### config.mk
export PLATFORM = sky130hd
export DESIGN_NAME = uart_receiver_flat
export DESIGN_NICKNAME = d
export VERILOG_FILES = /design/src/hdl/uart_gpio_pkg.sv /design/src/hdl/byte_fifo_if.sv /design/src/hdl/uart_receiver.sv /design/src/flat_wrapper.sv
export SDC_FILE = /design/constraint.sdc
export NUM_CORES = 1
export LEC_CHECK = 0
export BUFFER_PORTS_ARGS = -buffer_cell sky130_fd_sc_hd__buf_4
export CAP_MARGIN = 5
export CORE_AREA = 5 5 55 57
export DETAILED_ROUTE_END_ITERATION = 10
export DIE_AREA = 0 0 60 62
export HOLD_SLACK_MARGIN = 0.1
export PLACE_DENSITY = 0.63
export SLEW_MARGIN = 20
export SYNTH_ARGS = -nofsm -noshare
export SYNTH_HDL_FRONTEND = slang
export SYNTH_SLANG_ARGS = --single-unit
### constraint.sdc
create_clock -name clock -period 3.6 [get_ports clock]
set_input_delay 1.08 -clock clock [delete_from_list [all_inputs] [get_ports clock]]
set_output_delay 1.08 -clock clock [all_outputs]
set_load 0.1 [all_outputs]
### src/hdl/uart_gpio_pkg.sv
package uart_gpio_pkg;

  // --------------------------------------------------
  // Board and link sizes
  // --------------------------------------------------
  localparam int gpio_width     = 3;
  localparam int clocks_per_bit = 16; // Simulation bit time
  localparam int fifo_depth     = 8;

  // Bit timing counters
  localparam int count_width = $clog2(clocks_per_bit);
  localparam logic [count_width-1:0] mid_tick  = count_width'(clocks_per_bit / 2 - 1);
  localparam logic [count_width-1:0] last_tick = count_width'(clocks_per_bit - 1);

  // Queue pointers and occupancy
  localparam int ptr_width = $clog2(fifo_depth);
  localparam logic [ptr_width:0] full_count = (ptr_width + 1)'(fifo_depth);

  // Receiver FSM states
  localparam logic [1:0] rx_idle  = 2'd0;
  localparam logic [1:0] rx_start = 2'd1;
  localparam logic [1:0] rx_data  = 2'd2;
  localparam logic [1:0] rx_stop  = 2'd3;

  // --------------------------------------------------
  // Command byte
  // --------------------------------------------------
  typedef enum logic [1:0] {
    op_write_output = 2'd0, // Payload low bits to output register
    op_write_enable = 2'd1, // Payload low bits to enable register
    op_read_pins    = 2'd2, // Reply with pin state
    op_echo         = 2'd3  // Reply with the byte itself
  } opcode_t;

  typedef union packed {
    logic [7:0] raw;
    struct packed {
      opcode_t    opcode;
      logic [5:0] payload;
    } fields;
  } command_word;

endpackage

### src/hdl/byte_fifo_if.sv
`timescale 1ns/1ns

interface byte_fifo_if;

  // Write side
  logic       push;
  logic [7:0] push_data;
  logic       full;

  // Read side
  logic       pop;
  logic [7:0] pop_data;
  logic       empty;

  modport producer (
    output push,
    output push_data,
    input  full
  );

  modport buffer (
    input  push,
    input  push_data,
    output full,
    input  pop,
    output pop_data,
    output empty
  );

  modport consumer (
    output pop,
    input  pop_data,
    input  empty
  );

endinterface

### src/hdl/uart_receiver.sv
`timescale 1ns/1ns

module uart_receiver (
  input  logic         clock,
  input  logic         reset,
  input  logic         rx,
  byte_fifo_if.producer fifo
);

  logic       rx_meta;
  logic       rx_sync;
  logic       rx_prev; // For falling edge detection
  logic [1:0] state;
  logic [2:0] bit_count;
  logic [7:0] shift_reg;
  logic [uart_gpio_pkg::count_width-1:0] clock_count;

  logic sample_data;

  // Data bit sampled at its middle
  assign sample_data = (state == uart_gpio_pkg::rx_data) &&
                       (clock_count == uart_gpio_pkg::last_tick);

  assign fifo.push_data = shift_reg;

  // --------------------------------------------------
  // Synchronizer and frame FSM
  // --------------------------------------------------
  always_ff @(posedge clock) begin
    if (reset) begin
      rx_meta     <= 1'b1; // Line idles high
      rx_sync     <= 1'b1;
      rx_prev     <= 1'b1;
      state       <= uart_gpio_pkg::rx_idle;
      clock_count <= '0;
      bit_count   <= '0;
      fifo.push   <= 1'b0;
    end else begin
      rx_meta   <= rx;
      rx_sync   <= rx_meta;
      rx_prev   <= rx_sync;
      fifo.push <= 1'b0;
      case (state)
        uart_gpio_pkg::rx_idle: begin
          if (rx_prev && !rx_sync) begin
            state       <= uart_gpio_pkg::rx_start;
            clock_count <= '0;
          end
        end
        uart_gpio_pkg::rx_start: begin
          if (clock_count == uart_gpio_pkg::mid_tick) begin
            clock_count <= '0;
            bit_count   <= '0;
            // A high line here was only a glitch
            state <= rx_sync ? uart_gpio_pkg::rx_idle : uart_gpio_pkg::rx_data;
          end else begin
            clock_count <= clock_count + 1'b1;
          end
        end
        uart_gpio_pkg::rx_data: begin
          if (sample_data) begin
            clock_count <= '0;
            if (bit_count == 3'd7) begin
              state <= uart_gpio_pkg::rx_stop;
            end else begin
              bit_count <= bit_count + 1'b1;
            end
          end else begin
            clock_count <= clock_count + 1'b1;
          end
        end
        default: begin // Stop bit
          if (clock_count == uart_gpio_pkg::last_tick) begin
            fifo.push   <= rx_sync && !fifo.full; // Low stop bit drops the byte
            state       <= uart_gpio_pkg::rx_idle;
            clock_count <= '0;
          end else begin
            clock_count <= clock_count + 1'b1;
          end
        end
      endcase
    end
  end

  // LSB arrives first
  always_ff @(posedge clock) begin
    if (sample_data) begin
      shift_reg <= {rx_sync, shift_reg[7:1]};
    end
  end

endmodule

### src/flat_wrapper.sv
// flat-port wrapper written by rule: the top's interface ports become plain ports
module uart_receiver_flat 
  (clock, reset, rx, fifo_push, fifo_push_data, fifo_full);
  byte_fifo_if fifo_i ();
  input  logic clock;
  input  logic reset;
  input  logic rx;
  output wire logic [$bits(fifo_i.push)-1:0] fifo_push;
  output wire logic [$bits(fifo_i.push_data)-1:0] fifo_push_data;
  input wire logic [$bits(fifo_i.full)-1:0] fifo_full;
  assign fifo_push = fifo_i.push;
  assign fifo_push_data = fifo_i.push_data;
  assign fifo_i.full = fifo_full;
  uart_receiver u_core (.clock(clock), .reset(reset), .rx(rx), .fifo(fifo_i));
endmodule
* Word level (Yosys, flattened, before mapping)
Index checks and enable logic that the tools add are counted.
** Word-level totals
- Input port bits :: 4
- Output and inout bits :: 9
- Logic and storage cells :: 48
- Register bits :: 21
** Operators by class
- Multiplexer cells :: 16
- Bitwise logic cells :: 1
- Add/subtract/negate cells :: 2
- Equal/unequal tests :: 10
- Reductions and logical operators :: 11
** Operators by type and width (count)
- $mux W4 :: 4
- $mux W2 :: 6
- $pmux W4 S3 :: 1
- $mux W3 :: 3
- $ne A2 B1 Y1 const B :: 3
- $pmux W2 S3 :: 1
- $pmux W3 S2 :: 1
- $reduce_and A5 Y1 :: 1
- $reduce_or A5 Y1 :: 1
- $add A4 B1 Y4 const B :: 1
- $eq A4 B3 Y1 const B :: 1
- $eq A4 B4 Y1 const B :: 1
- $ne A2 B2 Y1 const B :: 2
- $reduce_and A4 Y1 :: 1
- $reduce_bool A4 Y1 :: 1
- $add A3 B1 Y3 const B :: 1
- $eq A3 B3 Y1 const B :: 1
- $logic_and A1 B1 Y1 :: 3
- $eq A2 B1 Y1 const B :: 1
- $eq A2 B2 Y1 const B :: 1
- $logic_not A1 Y1 :: 2
- $logic_not A2 Y1 :: 1
- $reduce_bool A2 Y1 :: 1
- $not A1 Y1 :: 1

* Depth between registers and ports, before layout
Gate-level depths: netlist of the first run.
- Depth in word-level cells :: 4
- Depth in mapped cells :: 6

* Worst setup path after synthesis of the first run
Ideal clock, no wire load.
- Kind :: register -> output
- From :: register u_core.shift_reg[1] (netlist: u_core.fifo.push_data[1])
- To :: output port fifo_push_data[1]
- Arrival time :: 915 ps
- Data required time :: 2520 ps
- Slack :: 1605 ps
- Buffers on the path :: 0
- Stages on the path, launching flop included :: 1
- Path through :: edfxtp_1
** RTL lines
- start, declared :: line uart_receiver.sv:15 : logic [7:0] shift_reg;
- start signal, assigned :: line uart_receiver.sv:88 : shift_reg <= {rx_sync, shift_reg[7:1]};
- end, declared :: line flat_wrapper.sv:9 : output wire logic [$bits(fifo_i.push_data)-1:0] fifo_push_data;
No word-level cell between the ends.

* Worst setup path after layout of the first run
- From :: register u_core.shift_reg[5] (netlist: u_core.fifo.push_data[5])
- To :: output port fifo_push_data[5]
No word-level cell between the ends.

==> results of run 1 <==
-- registers in the layout, indices dropped and copies added, names as in the netlist --
signal                 count
u_core.bit_count           3
u_core.fifo.push           1
u_core.rx_sync             1
u_core.clock_count         4
u_core.rx_prev             1
u_core.state               2
u_core.rx_meta             1
u_core.fifo.push_data      8
-- logic make-up (layout without fill, tap and decap cells) --
logic type	after synthesis	in the layout	synth area share, %
AOI/OAI and AO/OA	10	10	8.84
xor gates and xnor gates	1	1	1.72
adders and majority gates	3	3	3.96
buffers and inverters	7	19	5.14
DFF	21	21	52.8
muxes	5	5	5.80
and+or+nand+nor	34	34	21.8
-- power breakdown --
group	switching, mW	internal, mW	leakage, nW
clock	0.0728	0.0415	0.0177
combinational	0.0489	0.0602	0.258
sequential	0.0247	0.259	0.177
-- through the flow --
step | power, mW | util (%) | setup slack, ns | instances | hold WS [ns]
after floorplan | 0.389 | - | 1.60 | 81 | 0.389
after global placement | 0.395 | 42.7 | 1.81 | 119 | 0.399
after detailed placement | 0.397 | 42.7 | 1.78 | 119 | 0.394
after CTS | 0.512 | 43.8 | 1.51 | 123 | 0.424
after global routing | 0.542 | 43.8 | 1.46 | 123 | 0.449
final | 0.507 | 43.8 | 1.53 | 123 | 0.424
-- metal layers --
layer  up-vias  GRT usage, %  wire length (um)
li1        309             -                 -
met1       297          10.7               675
met2        23          18.5               814
met3         7          2.89               102
met4         0          6.65                48
met5         -             0                 0
-- placed cells by master, fill, tap and decap left out, types with 2 or more instances in the layout --
master	instances
inv_1	3
and2_1	2
clkbuf_4	3
nor2b_1	3
nand2_1	5
buf_4	12
nor2_1	8
nand3_1	3
edfxtp_1	8
dfxtp_1	13
ha_1	3
or2_2	2
mux2i_1	4
-- path summary, 6_finish.rpt --
path                       startpoint                       end  slack (ns)  cells past startpoint
max reg2reg           u_core.state[1]  u_core.fifo.push_data[2]        1.99                      2
min                    u_core.rx_meta            u_core.rx_sync        0.42                      1
max          u_core.fifo.push_data[5]         fifo_push_data[5]        1.53                      1
min reg2reg            u_core.rx_meta            u_core.rx_sync        0.42                      1
-- layout make-up --
type                       count  area, um2
clock buffer                   3       22.5
clock inverter                 1       5.00
fill                         238       1370
inverter                       3       11.3
multi-input combinational     53        399
sequential                    21        500
tap                           30       37.5
timing repair buffer          12       90.1
==> run_summary.xml, run 1 <==
<?xml version="1.0" encoding="UTF-8"?>
<metrics>
  <group name="global_routing">
    <metric name="vias_in_the_first_global_route" unit="">618</metric>
    <metric name="antenna_found_initial" unit="">0</metric>
    <metric name="track_usage" unit="%">10.4</metric>
    <metric name="grt_first_pass_wirelength" unit="um">2770</metric>
    <metric name="remaining_global_route_overflow" unit="">0</metric>
    <metric name="grt_max_degree" unit="">13</metric>
  </group>
  <group name="yosys">
    <metric name="synth_most_common_cell" unit="">dfxtp_1</metric>
    <metric name="synth.yosys.seq_area_share" unit="%">52.8</metric>
    <metric name="post-synth-top-area-cell" unit="">dfxtp_1</metric>
    <metric name="synth_area_per_cell" unit="um2">11.7</metric>
    <metric name="synth_nets" unit="">88</metric>
    <metric name="yosysWarningCount" unit="">0</metric>
    <metric name="synth.area.top_cells" unit="">dfxtp_1 (27%), edfxtp_1 (25%), mux2i_1 (4.2%)</metric>
    <metric name="synth_commonest_cells" unit="">dfxtp_1 (13), edfxtp_1 (8), nor2_1 (8), nand2_1 (5), mux2i_1 (4)</metric>
    <metric name="synth_cell_type_count" unit="">36</metric>
    <metric name="postSynthCellCount" unit="">81</metric>
    <metric name="synth_area" unit="um2">948</metric>
    <metric name="synth_async_sr_flop_share" unit="%">0</metric>
    <metric name="number_of_flops_mapped_to_enable_cells_by_yosys" unit="">8</metric>
    <metric name="dominantRegCellSynth" unit="">dfxtp_1</metric>
    <metric name="postSynthRegisterBits" unit="">21</metric>
    <metric name="synth_top_cell_area_share" unit="%">27.4</metric>
  </group>
  <group name="setup_path">
    <metric name="crit_path_end_kind" unit="">primary output</metric>
    <metric name="crit_arrival" unit="ns">0.99</metric>
    <metric name="critical_path.max_stage_delay" unit="ns">0.38</metric>
    <metric name="critical-path-top-delay-family" unit="">flip-flops</metric>
    <metric name="worst_setup_path_start_kind" unit="">flop</metric>
    <metric name="timing.critical_path.fanout_max" unit="">2</metric>
    <metric name="slowest_stage" unit="">edfxtp_1</metric>
    <metric name="crit_path_cell_trace" unit="">buf_4</metric>
    <metric name="path_class" unit="">reg -&gt; out</metric>
    <metric name="timing.critical_path.required" unit="ns">2.52</metric>
    <metric name="crit_buf_inv" unit="">1</metric>
  </group>
  <group name="sta">
    <metric name="clock.fmax" unit="GHz">0.483</metric>
    <metric name="period_needed" unit="ns">2.07</metric>
    <metric name="final_hold_viol_count" unit="">0</metric>
    <metric name="unrepaired_setup_endpoints_after_global_routing" unit="">false</metric>
    <metric name="relative_max_transition_margin" unit="%">73.9</metric>
    <metric name="final-max-slew-violation-count" unit="">0</metric>
    <metric name="setup_viol_count_final" unit="">0</metric>
    <metric name="finalSetupTns" unit="ns">0</metric>
    <metric name="fin_worst_skew" unit="ns">0.00709</metric>
    <metric name="layout_worst_path_cycle_share" unit="%">57.5</metric>
    <metric name="worst_pin_slew" unit="ns">0.391</metric>
  </group>
  <group name="cts">
    <metric name="cts_max_path_buffers" unit="">2</metric>
    <metric name="cts_repair_resize_count" unit="">0</metric>
    <metric name="clk_pin_slew" unit="ns">0.12</metric>
    <metric name="cts_tree" unit="">yes</metric>
    <metric name="htreeDepth" unit="">1</metric>
    <metric name="clock_insertion_delay_worst_skew" unit="ns">0.31</metric>
    <metric name="number_of_setup_buffers_added_after_cts" unit="">0</metric>
    <metric name="cts_sinks" unit="">21</metric>
    <metric name="root_buffer" unit="">clkbuf_4</metric>
    <metric name="ctsHoldBuffers" unit="">0</metric>
    <metric name="tritoncts.num_buffers" unit="">3</metric>
  </group>
  <group name="power_and_ir_drop">
    <metric name="power.leakage" unit="nW">0.453</metric>
    <metric name="power_per_cell_area" unit="mW/mm2">475</metric>
    <metric name="power.ir.vdd_worst" unit="V">0.000225</metric>
  </group>
  <group name="placed_design">
    <metric name="buffer_ports.inserted" unit="">12</metric>
    <metric name="gp_congestion" unit="">0.806</metric>
    <metric name="detailed_place.area" unit="mm2">0.00104</metric>
    <metric name="detailedPlacementHpwl" unit="um">1250</metric>
  </group>
  <group name="layout">
    <metric name="synth_to_layout_area_growth" unit="%">12.4</metric>
    <metric name="antenna_cells_inserted" unit="">0</metric>
    <metric name="fin_nets" unit="">101</metric>
    <metric name="layout_cells_sized_above_1" unit="%">28.0</metric>
    <metric name="final_cell_area_excluding_filler_cells" unit="mm2">0.00107</metric>
  </group>
  <group name="routing">
    <metric name="routed-via-count" unit="">636</metric>
    <metric name="drt-total-wl" unit="um">1640</metric>
    <metric name="detail_route.drc_violations" unit="">0</metric>
    <metric name="drt_pre_antenna_iters" unit="">5</metric>
    <metric name="avgRoutedWirePerCell" unit="um">13.3</metric>
    <metric name="route.detailed.vias_per_inst" unit="">5.17</metric>
    <metric name="detail-route-antenna-nets" unit="">0</metric>
    <metric name="detailedRoute.firstIterationViolations" unit="">20</metric>
  </group>
  <group name="floorplan">
    <metric name="core_area" unit="mm2">0.00243</metric>
    <metric name="design.die.area" unit="mm2">0.00372</metric>
    <metric name="die_span_y" unit="um">62</metric>
    <metric name="fp-row-count" unit="">18</metric>
    <metric name="boundaryPins" unit="">13</metric>
    <metric name="start_util" unit="%">39.0</metric>
    <metric name="die_w" unit="um">60</metric>
  </group>
  <group name="worst_hold_path">
    <metric name="min_path_type" unit="">reg -&gt; reg</metric>
  </group>
  <group name="outcome">
    <metric name="status" unit="">finished, final reports clean</metric>
  </group>
  <group name="flow_run">
    <metric name="reported_max_cap_violation_count" unit="">0</metric>
  </group>
</metrics>
No activity file was read; power rests on OpenSTA's default activity.
==> inputs of run 2 (changes only) <==
--- a/config.mk
+++ b/config.mk
@@ -5,13 +5,14 @@
 export SDC_FILE = /design/constraint.sdc
 export NUM_CORES = 1
 export LEC_CHECK = 0
+export ABC_AREA = 1
 export BUFFER_PORTS_ARGS = -buffer_cell sky130_fd_sc_hd__buf_4
 export CAP_MARGIN = 5
-export CORE_AREA = 5 5 55 57
+export CORE_AREA = 5 5 53 55
 export DETAILED_ROUTE_END_ITERATION = 10
-export DIE_AREA = 0 0 60 62
+export DIE_AREA = 0 0 58 60
 export HOLD_SLACK_MARGIN = 0.1
-export PLACE_DENSITY = 0.63
+export PLACE_DENSITY = 0.66
 export SLEW_MARGIN = 20
 export SYNTH_ARGS = -nofsm -noshare
 export SYNTH_HDL_FRONTEND = slang
==> constraint.sdc (replaced) <==
create_clock -name clock -period 1.7 [get_ports clock]
set_input_delay 0.51 -clock clock [delete_from_list [all_inputs] [get_ports clock]]
set_output_delay 0.51 -clock clock [all_outputs]
set_load 0.1 [all_outputs]
==> run 2 against run 1 <==
  * Register-to-register slack got worse by 1.8 ns
  * Global-route usage is 0.41 points lower
  * Clock skew up 0.00052 ns
  * Combinational power fell by 21%
==> run_summary.xml, run 2 <==
<?xml version="1.0" encoding="UTF-8"?>
<metrics>
  <group name="flow_run">
    <metric name="reported_max_cap_violation_count" unit="">0</metric>
  </group>
  <group name="setup_path">
    <metric name="worstReg2RegStart" unit="">u_core.bit_count[0]</metric>
    <metric name="worst_setup_path_startpoint" unit="">u_core.fifo.push_data[4]</metric>
    <metric name="worst_setup_path_start_kind" unit="">flop</metric>
    <metric name="timing.critical_path.fanout_max" unit="">2</metric>
    <metric name="critical_path_depth" unit="">1</metric>
    <metric name="worstReg2RegEnd" unit="">u_core.bit_count[2]</metric>
    <metric name="crit_path_end_kind" unit="">primary output</metric>
    <metric name="ff2ff_path_depth" unit="">6</metric>
    <metric name="crit_path_cell_trace" unit="">buf_4</metric>
    <metric name="crit_arrival" unit="ns">0.99</metric>
    <metric name="path_class" unit="">reg -&gt; out</metric>
    <metric name="timing.critical_path.required" unit="ns">1.19</metric>
    <metric name="register_to_register_path_setup_slack" unit="ns">0.23</metric>
    <metric name="crit_buf_inv" unit="">1</metric>
    <metric name="critical-path-top-delay-family" unit="">flip-flops</metric>
    <metric name="critical_path.max_stage_delay" unit="ns">0.38</metric>
    <metric name="crit_path_end" unit="">fifo_push_data[4]</metric>
    <metric name="slowest_stage" unit="">edfxtp_1</metric>
  </group>
  <group name="power_and_ir_drop">
    <metric name="power.ir.vdd_worst" unit="V">0.000626</metric>
    <metric name="power_per_cell_area" unit="mW/mm2">837</metric>
    <metric name="power.leakage" unit="nW">0.450</metric>
    <metric name="total_power" unit="mW">0.872</metric>
  </group>
  <group name="yosys">
    <metric name="post-synth-top-area-cell" unit="">dfxtp_1</metric>
    <metric name="number_of_flops_mapped_to_enable_cells_by_yosys" unit="">8</metric>
    <metric name="synth.yosys.seq_area_share" unit="%">56.9</metric>
    <metric name="synth.area.top_cells" unit="">dfxtp_1 (30%), edfxtp_1 (27%), nand2_1 (7.3%)</metric>
    <metric name="synth_nets" unit="">99</metric>
    <metric name="synth_top_cell_area_share" unit="%">29.6</metric>
    <metric name="postSynthRegisterBits" unit="">21</metric>
    <metric name="synth_commonest_cells" unit="">nand2_1 (17), dfxtp_1 (13), nor2_1 (10), edfxtp_1 (8), inv_1 (7)</metric>
    <metric name="synth_cell_type_count" unit="">24</metric>
    <metric name="dominantRegCellSynth" unit="">dfxtp_1</metric>
    <metric name="synth_area" unit="um2">880</metric>
    <metric name="yosysWarningCount" unit="">0</metric>
    <metric name="synth_async_sr_flop_share" unit="%">0</metric>
    <metric name="postSynthCellCount" unit="">92</metric>
    <metric name="synth_most_common_cell" unit="">nand2_1</metric>
    <metric name="synth_area_per_cell" unit="um2">9.56</metric>
  </group>
  <group name="worst_hold_path">
    <metric name="min_path_type" unit="">in -&gt; reg</metric>
    <metric name="start_point_of_the_worst_hold_path" unit="">fifo_full</metric>
    <metric name="hold_path_depth" unit="">2</metric>
  </group>
  <group name="floorplan">
    <metric name="die_span_y" unit="um">60</metric>
    <metric name="start_util" unit="%">37.6</metric>
    <metric name="fp-row-count" unit="">18</metric>
    <metric name="boundaryPins" unit="">13</metric>
    <metric name="die_w" unit="um">58</metric>
    <metric name="design.die.area" unit="mm2">0.00348</metric>
    <metric name="core_area" unit="mm2">0.00234</metric>
  </group>
  <group name="cts">
    <metric name="clock_insertion_delay_worst_skew" unit="ns">0.30</metric>
    <metric name="root_buffer" unit="">clkbuf_4</metric>
    <metric name="clk_pin_slew" unit="ns">0.12</metric>
    <metric name="cts_sinks" unit="">21</metric>
    <metric name="cts_tree" unit="">yes</metric>
    <metric name="htreeDepth" unit="">1</metric>
    <metric name="tritoncts.num_buffers" unit="">3</metric>
    <metric name="ctsHoldBuffers" unit="">0</metric>
    <metric name="cts_repair_resize_count" unit="">0</metric>
    <metric name="number_of_setup_buffers_added_after_cts" unit="">0</metric>
    <metric name="cts_max_path_buffers" unit="">2</metric>
  </group>
  <group name="placed_design">
    <metric name="pre_cts_slack" unit="ns">0.239</metric>
    <metric name="detailed_place.area" unit="mm2">0.00101</metric>
    <metric name="gp_congestion" unit="">0.795</metric>
    <metric name="detailedPlacementHpwl" unit="um">1170</metric>
    <metric name="buffer_ports.inserted" unit="">12</metric>
  </group>
  <group name="layout">
    <metric name="layout_commonest_cell" unit="">nand2_1</metric>
    <metric name="fill_cells" unit="">239</metric>
    <metric name="layout_cells_sized_above_1" unit="%">28.4</metric>
    <metric name="largest_register_ffs" unit="">8</metric>
    <metric name="synth_to_layout_area_growth" unit="%">18.5</metric>
    <metric name="finish.utilization" unit="%">44.5</metric>
    <metric name="area.sequential" unit="um2">500</metric>
    <metric name="antenna_cells_inserted" unit="">0</metric>
    <metric name="final_cell_area_excluding_filler_cells" unit="mm2">0.00104</metric>
    <metric name="fin_nets" unit="">117</metric>
    <metric name="layout.cells.most_common_list" unit="">nand2_1 (17), buf_4 (13), dfxtp_1 (13)</metric>
    <metric name="multi_input_comb_area" unit="um2">342</metric>
  </group>
  <group name="sta">
    <metric name="layout_worst_path_cycle_share" unit="%">88.1</metric>
    <metric name="fin_worst_skew" unit="ns">0.00761</metric>
    <metric name="period_needed" unit="ns">1.50</metric>
    <metric name="finalSetupTns" unit="ns">0</metric>
    <metric name="unrepaired_setup_endpoints_after_global_routing" unit="">false</metric>
    <metric name="final_critical_path_setup_slack" unit="ns">0.201</metric>
    <metric name="relative_max_transition_margin" unit="%">78.8</metric>
    <metric name="setup_viol_count_final" unit="">0</metric>
    <metric name="worst_pin_slew" unit="ns">0.318</metric>
    <metric name="final_hold_viol_count" unit="">0</metric>
    <metric name="final-max-slew-violation-count" unit="">0</metric>
    <metric name="clock.fmax" unit="GHz">0.667</metric>
  </group>
  <group name="global_routing">
    <metric name="track_usage" unit="%">9.97</metric>
    <metric name="grt_max_degree" unit="">13</metric>
    <metric name="remaining_global_route_overflow" unit="">0</metric>
    <metric name="antenna_found_initial" unit="">0</metric>
    <metric name="grt_first_pass_wirelength" unit="um">2660</metric>
    <metric name="vias_in_the_first_global_route" unit="">630</metric>
  </group>
  <group name="routing">
    <metric name="routed-via-count" unit="">646</metric>
    <metric name="drt_pre_antenna_iters" unit="">4</metric>
    <metric name="drt-total-wl" unit="um">1550</metric>
    <metric name="detailedRoute.firstIterationViolations" unit="">13</metric>
    <metric name="route.detailed.vias_per_inst" unit="">4.65</metric>
    <metric name="avgRoutedWirePerCell" unit="um">11.2</metric>
    <metric name="detail-route-antenna-nets" unit="">0</metric>
    <metric name="detail_route.drc_violations" unit="">0</metric>
  </group>
  <group name="outcome">
    <metric name="status" unit="">finished, final reports clean</metric>
  </group>
</metrics>
## run 2: layer usage
layer	share of wire, %	global-route usage (%)	vias up
met3	6.1	4.10	0
met1	45	11.8	294
li1	-	-	336
met4	0	0.662	0
met5	0	0	-
met2	49	17.7	16
## run 2: per-stage QoR
| stage | hold slack, ns | std cells |
|---|---|---|
| finish | 0.349 | 139 |
| global route | 0.326 | 139 |
| CTS | 0.347 | 139 |
| detailed placement | 0.403 | 135 |
| global placement | 0.393 | 135 |
| floorplan | 0.389 | 92 |
## run 2: cell type report
| type | count | area share, % |
|---|---|---|
| clock buffers | 3 | 2.16 |
| inverters | 10 | 3.60 |
| multi-input cells | 61 | 32.8 |
| clock inverters | 1 | 0.480 |
| repair buffers | 13 | 9.36 |
| flip-flops and latches | 21 | 48.0 |
| well taps | 30 | 3.60 |
## run 2: cell families (layout without fill, tap and decap cells)
group	after synthesis	count (layout)	synth area share, %
XOR/XNOR	2	2	1.99
flip-flops	21	21	56.9
buffers and inverters	10	27	4.27
adder cells (fa/ha/maj)	3	3	4.27
AND/OR/NAND/NOR	45	45	25.0
multiplexers	1	1	1.14
AO/OA/AOI/OAI	10	10	6.40
## run 2: power breakdown
| group | total (mW) | internal (mW) | switching, mW |
|---|---|---|---|
| sequential | 0.548 | 0.531 | 0.0165 |
| clock | 0.238 | 0.0878 | 0.150 |
| combinational | 0.0864 | 0.0342 | 0.0522 |
| total | 0.872 | 0.653 | 0.219 |
## run 2: how the worst min path moves through the flow
stage / endpoint / slack (ns)
3_3_place_gp: u_core.rx_sync / 0.39
2_1_floorplan: u_core.rx_sync / 0.39
3_5_place_dp: u_core.rx_sync / 0.40
5_1_grt: u_core.fifo.push / 0.33
4_1_cts: u_core.fifo.push / 0.35
6_report: u_core.fifo.push / 0.35
==> inputs of run 3 (changes only) <==
--- a/config.mk
+++ b/config.mk
@@ -7,12 +7,13 @@
 export LEC_CHECK = 0
 export ABC_AREA = 1
 export BUFFER_PORTS_ARGS = -buffer_cell sky130_fd_sc_hd__buf_4
-export CAP_MARGIN = 5
 export CORE_AREA = 5 5 53 55
 export DETAILED_ROUTE_END_ITERATION = 10
 export DIE_AREA = 0 0 58 60
 export HOLD_SLACK_MARGIN = 0.1
 export PLACE_DENSITY = 0.66
+export RECOVER_POWER = 100
+export SETUP_SLACK_MARGIN = 0.3
 export SLEW_MARGIN = 20
 export SYNTH_ARGS = -nofsm -noshare
 export SYNTH_HDL_FRONTEND = slang
==> run 3 against run 2 <==
  * Flip-flop and latch count unchanged
  * Via count up 5.1%
  * Global-route usage up 0.31 points
  * Routed wire length up 13%
  * First-iteration DRC count up 120%
  * Sequential share of layout area down 3.0 points
  * Highest routed layer is now met4
==> run_summary.xml, run 3 (synthesized netlist as in run 2, its figures left out) <==
<?xml version="1.0" encoding="UTF-8"?>
<metrics>
  <group name="routing">
    <metric name="avgRoutedWirePerCell" unit="um">12.0</metric>
    <metric name="drt-total-wl" unit="um">1750</metric>
    <metric name="detail-route-antenna-nets" unit="">0</metric>
    <metric name="routed-via-count" unit="">679</metric>
    <metric name="detail_route.drc_violations" unit="">0</metric>
    <metric name="drt_pre_antenna_iters" unit="">4</metric>
    <metric name="detailedRoute.firstIterationViolations" unit="">29</metric>
    <metric name="route.detailed.vias_per_inst" unit="">4.68</metric>
  </group>
  <group name="cts">
    <metric name="tritoncts.num_buffers" unit="">3</metric>
    <metric name="cts_max_path_buffers" unit="">2</metric>
    <metric name="ctsHoldBuffers" unit="">0</metric>
    <metric name="cts_tree" unit="">yes</metric>
    <metric name="htreeDepth" unit="">1</metric>
    <metric name="root_buffer" unit="">clkbuf_4</metric>
    <metric name="clk_pin_slew" unit="ns">0.11</metric>
    <metric name="cts_sinks" unit="">21</metric>
    <metric name="clock_insertion_delay_worst_skew" unit="ns">0.30</metric>
  </group>
  <group name="worst_hold_path">
    <metric name="min_path_type" unit="">in -&gt; reg</metric>
    <metric name="hold_path_depth" unit="">2</metric>
    <metric name="start_point_of_the_worst_hold_path" unit="">fifo_full</metric>
    <metric name="timing.hold.worst_endpoint" unit="">u_core.fifo.push</metric>
  </group>
  <group name="setup_path">
    <metric name="ff2ff_path_depth" unit="">3</metric>
    <metric name="crit_path_cell_trace" unit="">buf_2</metric>
    <metric name="critical-path-top-delay-family" unit="">buffers and inverters</metric>
    <metric name="timing.critical_path.fanout_max" unit="">1</metric>
    <metric name="timing.critical_path.required" unit="ns">1.19</metric>
    <metric name="path_class" unit="">reg -&gt; out</metric>
    <metric name="crit_arrival" unit="ns">1.03</metric>
    <metric name="crit_path_end_kind" unit="">primary output</metric>
    <metric name="register_to_register_path_setup_slack" unit="ns">0.22</metric>
    <metric name="critical_path.max_stage_delay" unit="ns">0.41</metric>
    <metric name="worstReg2RegEnd" unit="">u_core.fifo.push_data[1]</metric>
    <metric name="worst_setup_path_start_kind" unit="">flop</metric>
    <metric name="crit_buf_inv" unit="">1</metric>
    <metric name="slowest_stage" unit="">buf_2</metric>
    <metric name="worst_setup_path_startpoint" unit="">u_core.fifo.push</metric>
    <metric name="worstReg2RegStart" unit="">u_core.clock_count[1]</metric>
  </group>
  <group name="global_routing">
    <metric name="remaining_global_route_overflow" unit="">0</metric>
    <metric name="track_usage" unit="%">10.3</metric>
    <metric name="antenna_found_initial" unit="">0</metric>
    <metric name="grt_max_degree" unit="">13</metric>
    <metric name="grt_first_pass_wirelength" unit="um">2650</metric>
    <metric name="vias_in_the_first_global_route" unit="">610</metric>
  </group>
  <group name="sta">
    <metric name="final-max-slew-violation-count" unit="">0</metric>
    <metric name="worst_pin_slew" unit="ns">0.488</metric>
    <metric name="layout_worst_path_cycle_share" unit="%">90.7</metric>
    <metric name="final_critical_path_setup_slack" unit="ns">0.158</metric>
    <metric name="fin_worst_skew" unit="ns">0.00341</metric>
    <metric name="relative_max_transition_margin" unit="%">67.7</metric>
    <metric name="period_needed" unit="ns">1.54</metric>
    <metric name="unrepaired_setup_endpoints_after_global_routing" unit="">true</metric>
    <metric name="setup_viol_count_final" unit="">0</metric>
    <metric name="clock.fmax" unit="GHz">0.648</metric>
    <metric name="final_hold_viol_count" unit="">0</metric>
    <metric name="finalSetupTns" unit="ns">0</metric>
  </group>
  <group name="outcome">
    <metric name="status" unit="">finished, final reports clean</metric>
  </group>
  <group name="layout">
    <metric name="layout_cells_sized_above_1" unit="%">39.1</metric>
    <metric name="final-instance-count-excl-fill" unit="">145</metric>
    <metric name="layout_commonest_cell" unit="">nand2_1</metric>
    <metric name="fin_nets" unit="">123</metric>
    <metric name="largest_register_ffs" unit="">8</metric>
    <metric name="layout.cells.most_common_list" unit="">nand2_1 (18), clkbuf_4 (15), nor2_1 (9)</metric>
    <metric name="synth_to_layout_area_growth" unit="%">28.0</metric>
    <metric name="antenna_cells_inserted" unit="">0</metric>
  </group>
  <group name="power_and_ir_drop">
    <metric name="power.ir.vdd_worst" unit="V">0.000389</metric>
    <metric name="total_power" unit="mW">0.874</metric>
    <metric name="power.leakage" unit="nW">0.468</metric>
    <metric name="power_per_cell_area" unit="mW/mm2">776</metric>
  </group>
  <group name="floorplan">
    <metric name="core_area" unit="mm2">0.00234</metric>
    <metric name="boundaryPins" unit="">13</metric>
    <metric name="start_util" unit="%">37.6</metric>
    <metric name="fp-row-count" unit="">18</metric>
    <metric name="die_w" unit="um">58</metric>
    <metric name="design.die.area" unit="mm2">0.00348</metric>
    <metric name="die_span_y" unit="um">60</metric>
  </group>
  <group name="placed_design">
    <metric name="gp_congestion" unit="">0.807</metric>
    <metric name="placedCellCount" unit="">135</metric>
    <metric name="buffer_ports.inserted" unit="">12</metric>
    <metric name="detailedPlacementHpwl" unit="um">1200</metric>
    <metric name="pre_cts_slack" unit="ns">0.195</metric>
  </group>
  <group name="flow_run">
    <metric name="reported_max_cap_violation_count" unit="">0</metric>
  </group>
</metrics>
run 3: changes by cell type in the layout (fill, tap and decap cells not counted), sizes merged:
cell | before | now
clkbuf | 3 | 16
buf | 13 | 6
run 3: how the worst max path moves through the flow:
| stage | to | cells past startpoint |
|---|---|---|
| 5_1_grt | fifo_push | 1 |
| 4_1_cts | fifo_push_data[3] | 1 |
| 3_3_place_gp | u_core.fifo.push_data[0] | 3 |
| 6_report | fifo_push | 1 |
| 3_5_place_dp | u_core.fifo.push_data[2] | 3 |
| 2_1_floorplan | fifo_push_data[1] | 0 |
run 3: cell type report:
cell class / instances / area, um2
fill: 231 / 1220
sequential: 21 / 507
multi-input combinational: 61 / 380
timing repair buffer: 19 / 136
inverter: 10 / 37.5
tap: 30 / 37.5
clock buffer: 3 / 22.5
clock inverter: 1 / 5.00
run 3: routing by layer:
metal | vias up | global-route usage, % | share of wire (%)
met4 | 0 | 5.63 | 0.97
met2 | 26 | 17.3 | 51
met1 | 300 | 11.7 | 42
met5 | - | 0 | 0
met3 | 5 | 3.02 | 6.1
li1 | 348 | - | -
run 3: what timing repair did:
item	CTS	global route
setup buffers	4	2
setup endpoints to repair	20	24
gates resized for setup	14	13
pin swaps	5	4
cloned	0	0
run 3: stage by stage:
step / area, um2 / hold slack [ns] / utilization, %
6_report: 1130 / 0.359 / 48.1
5_1_grt: 1130 / 0.338 / 48.1
4_1_cts: 1120 / 0.348 / 47.9
3_5_place_dp: 1020 / 0.397 / 43.5
3_3_place_gp: 1020 / 0.401 / 43.5
2_1_floorplan: 883 / 0.389 / -
run 3: report_power, final:
group / switching [mW] / internal, mW
Combinational: 0.0609 / 0.0371
Sequential: 0.00847 / 0.532
Clock: 0.147 / 0.0876
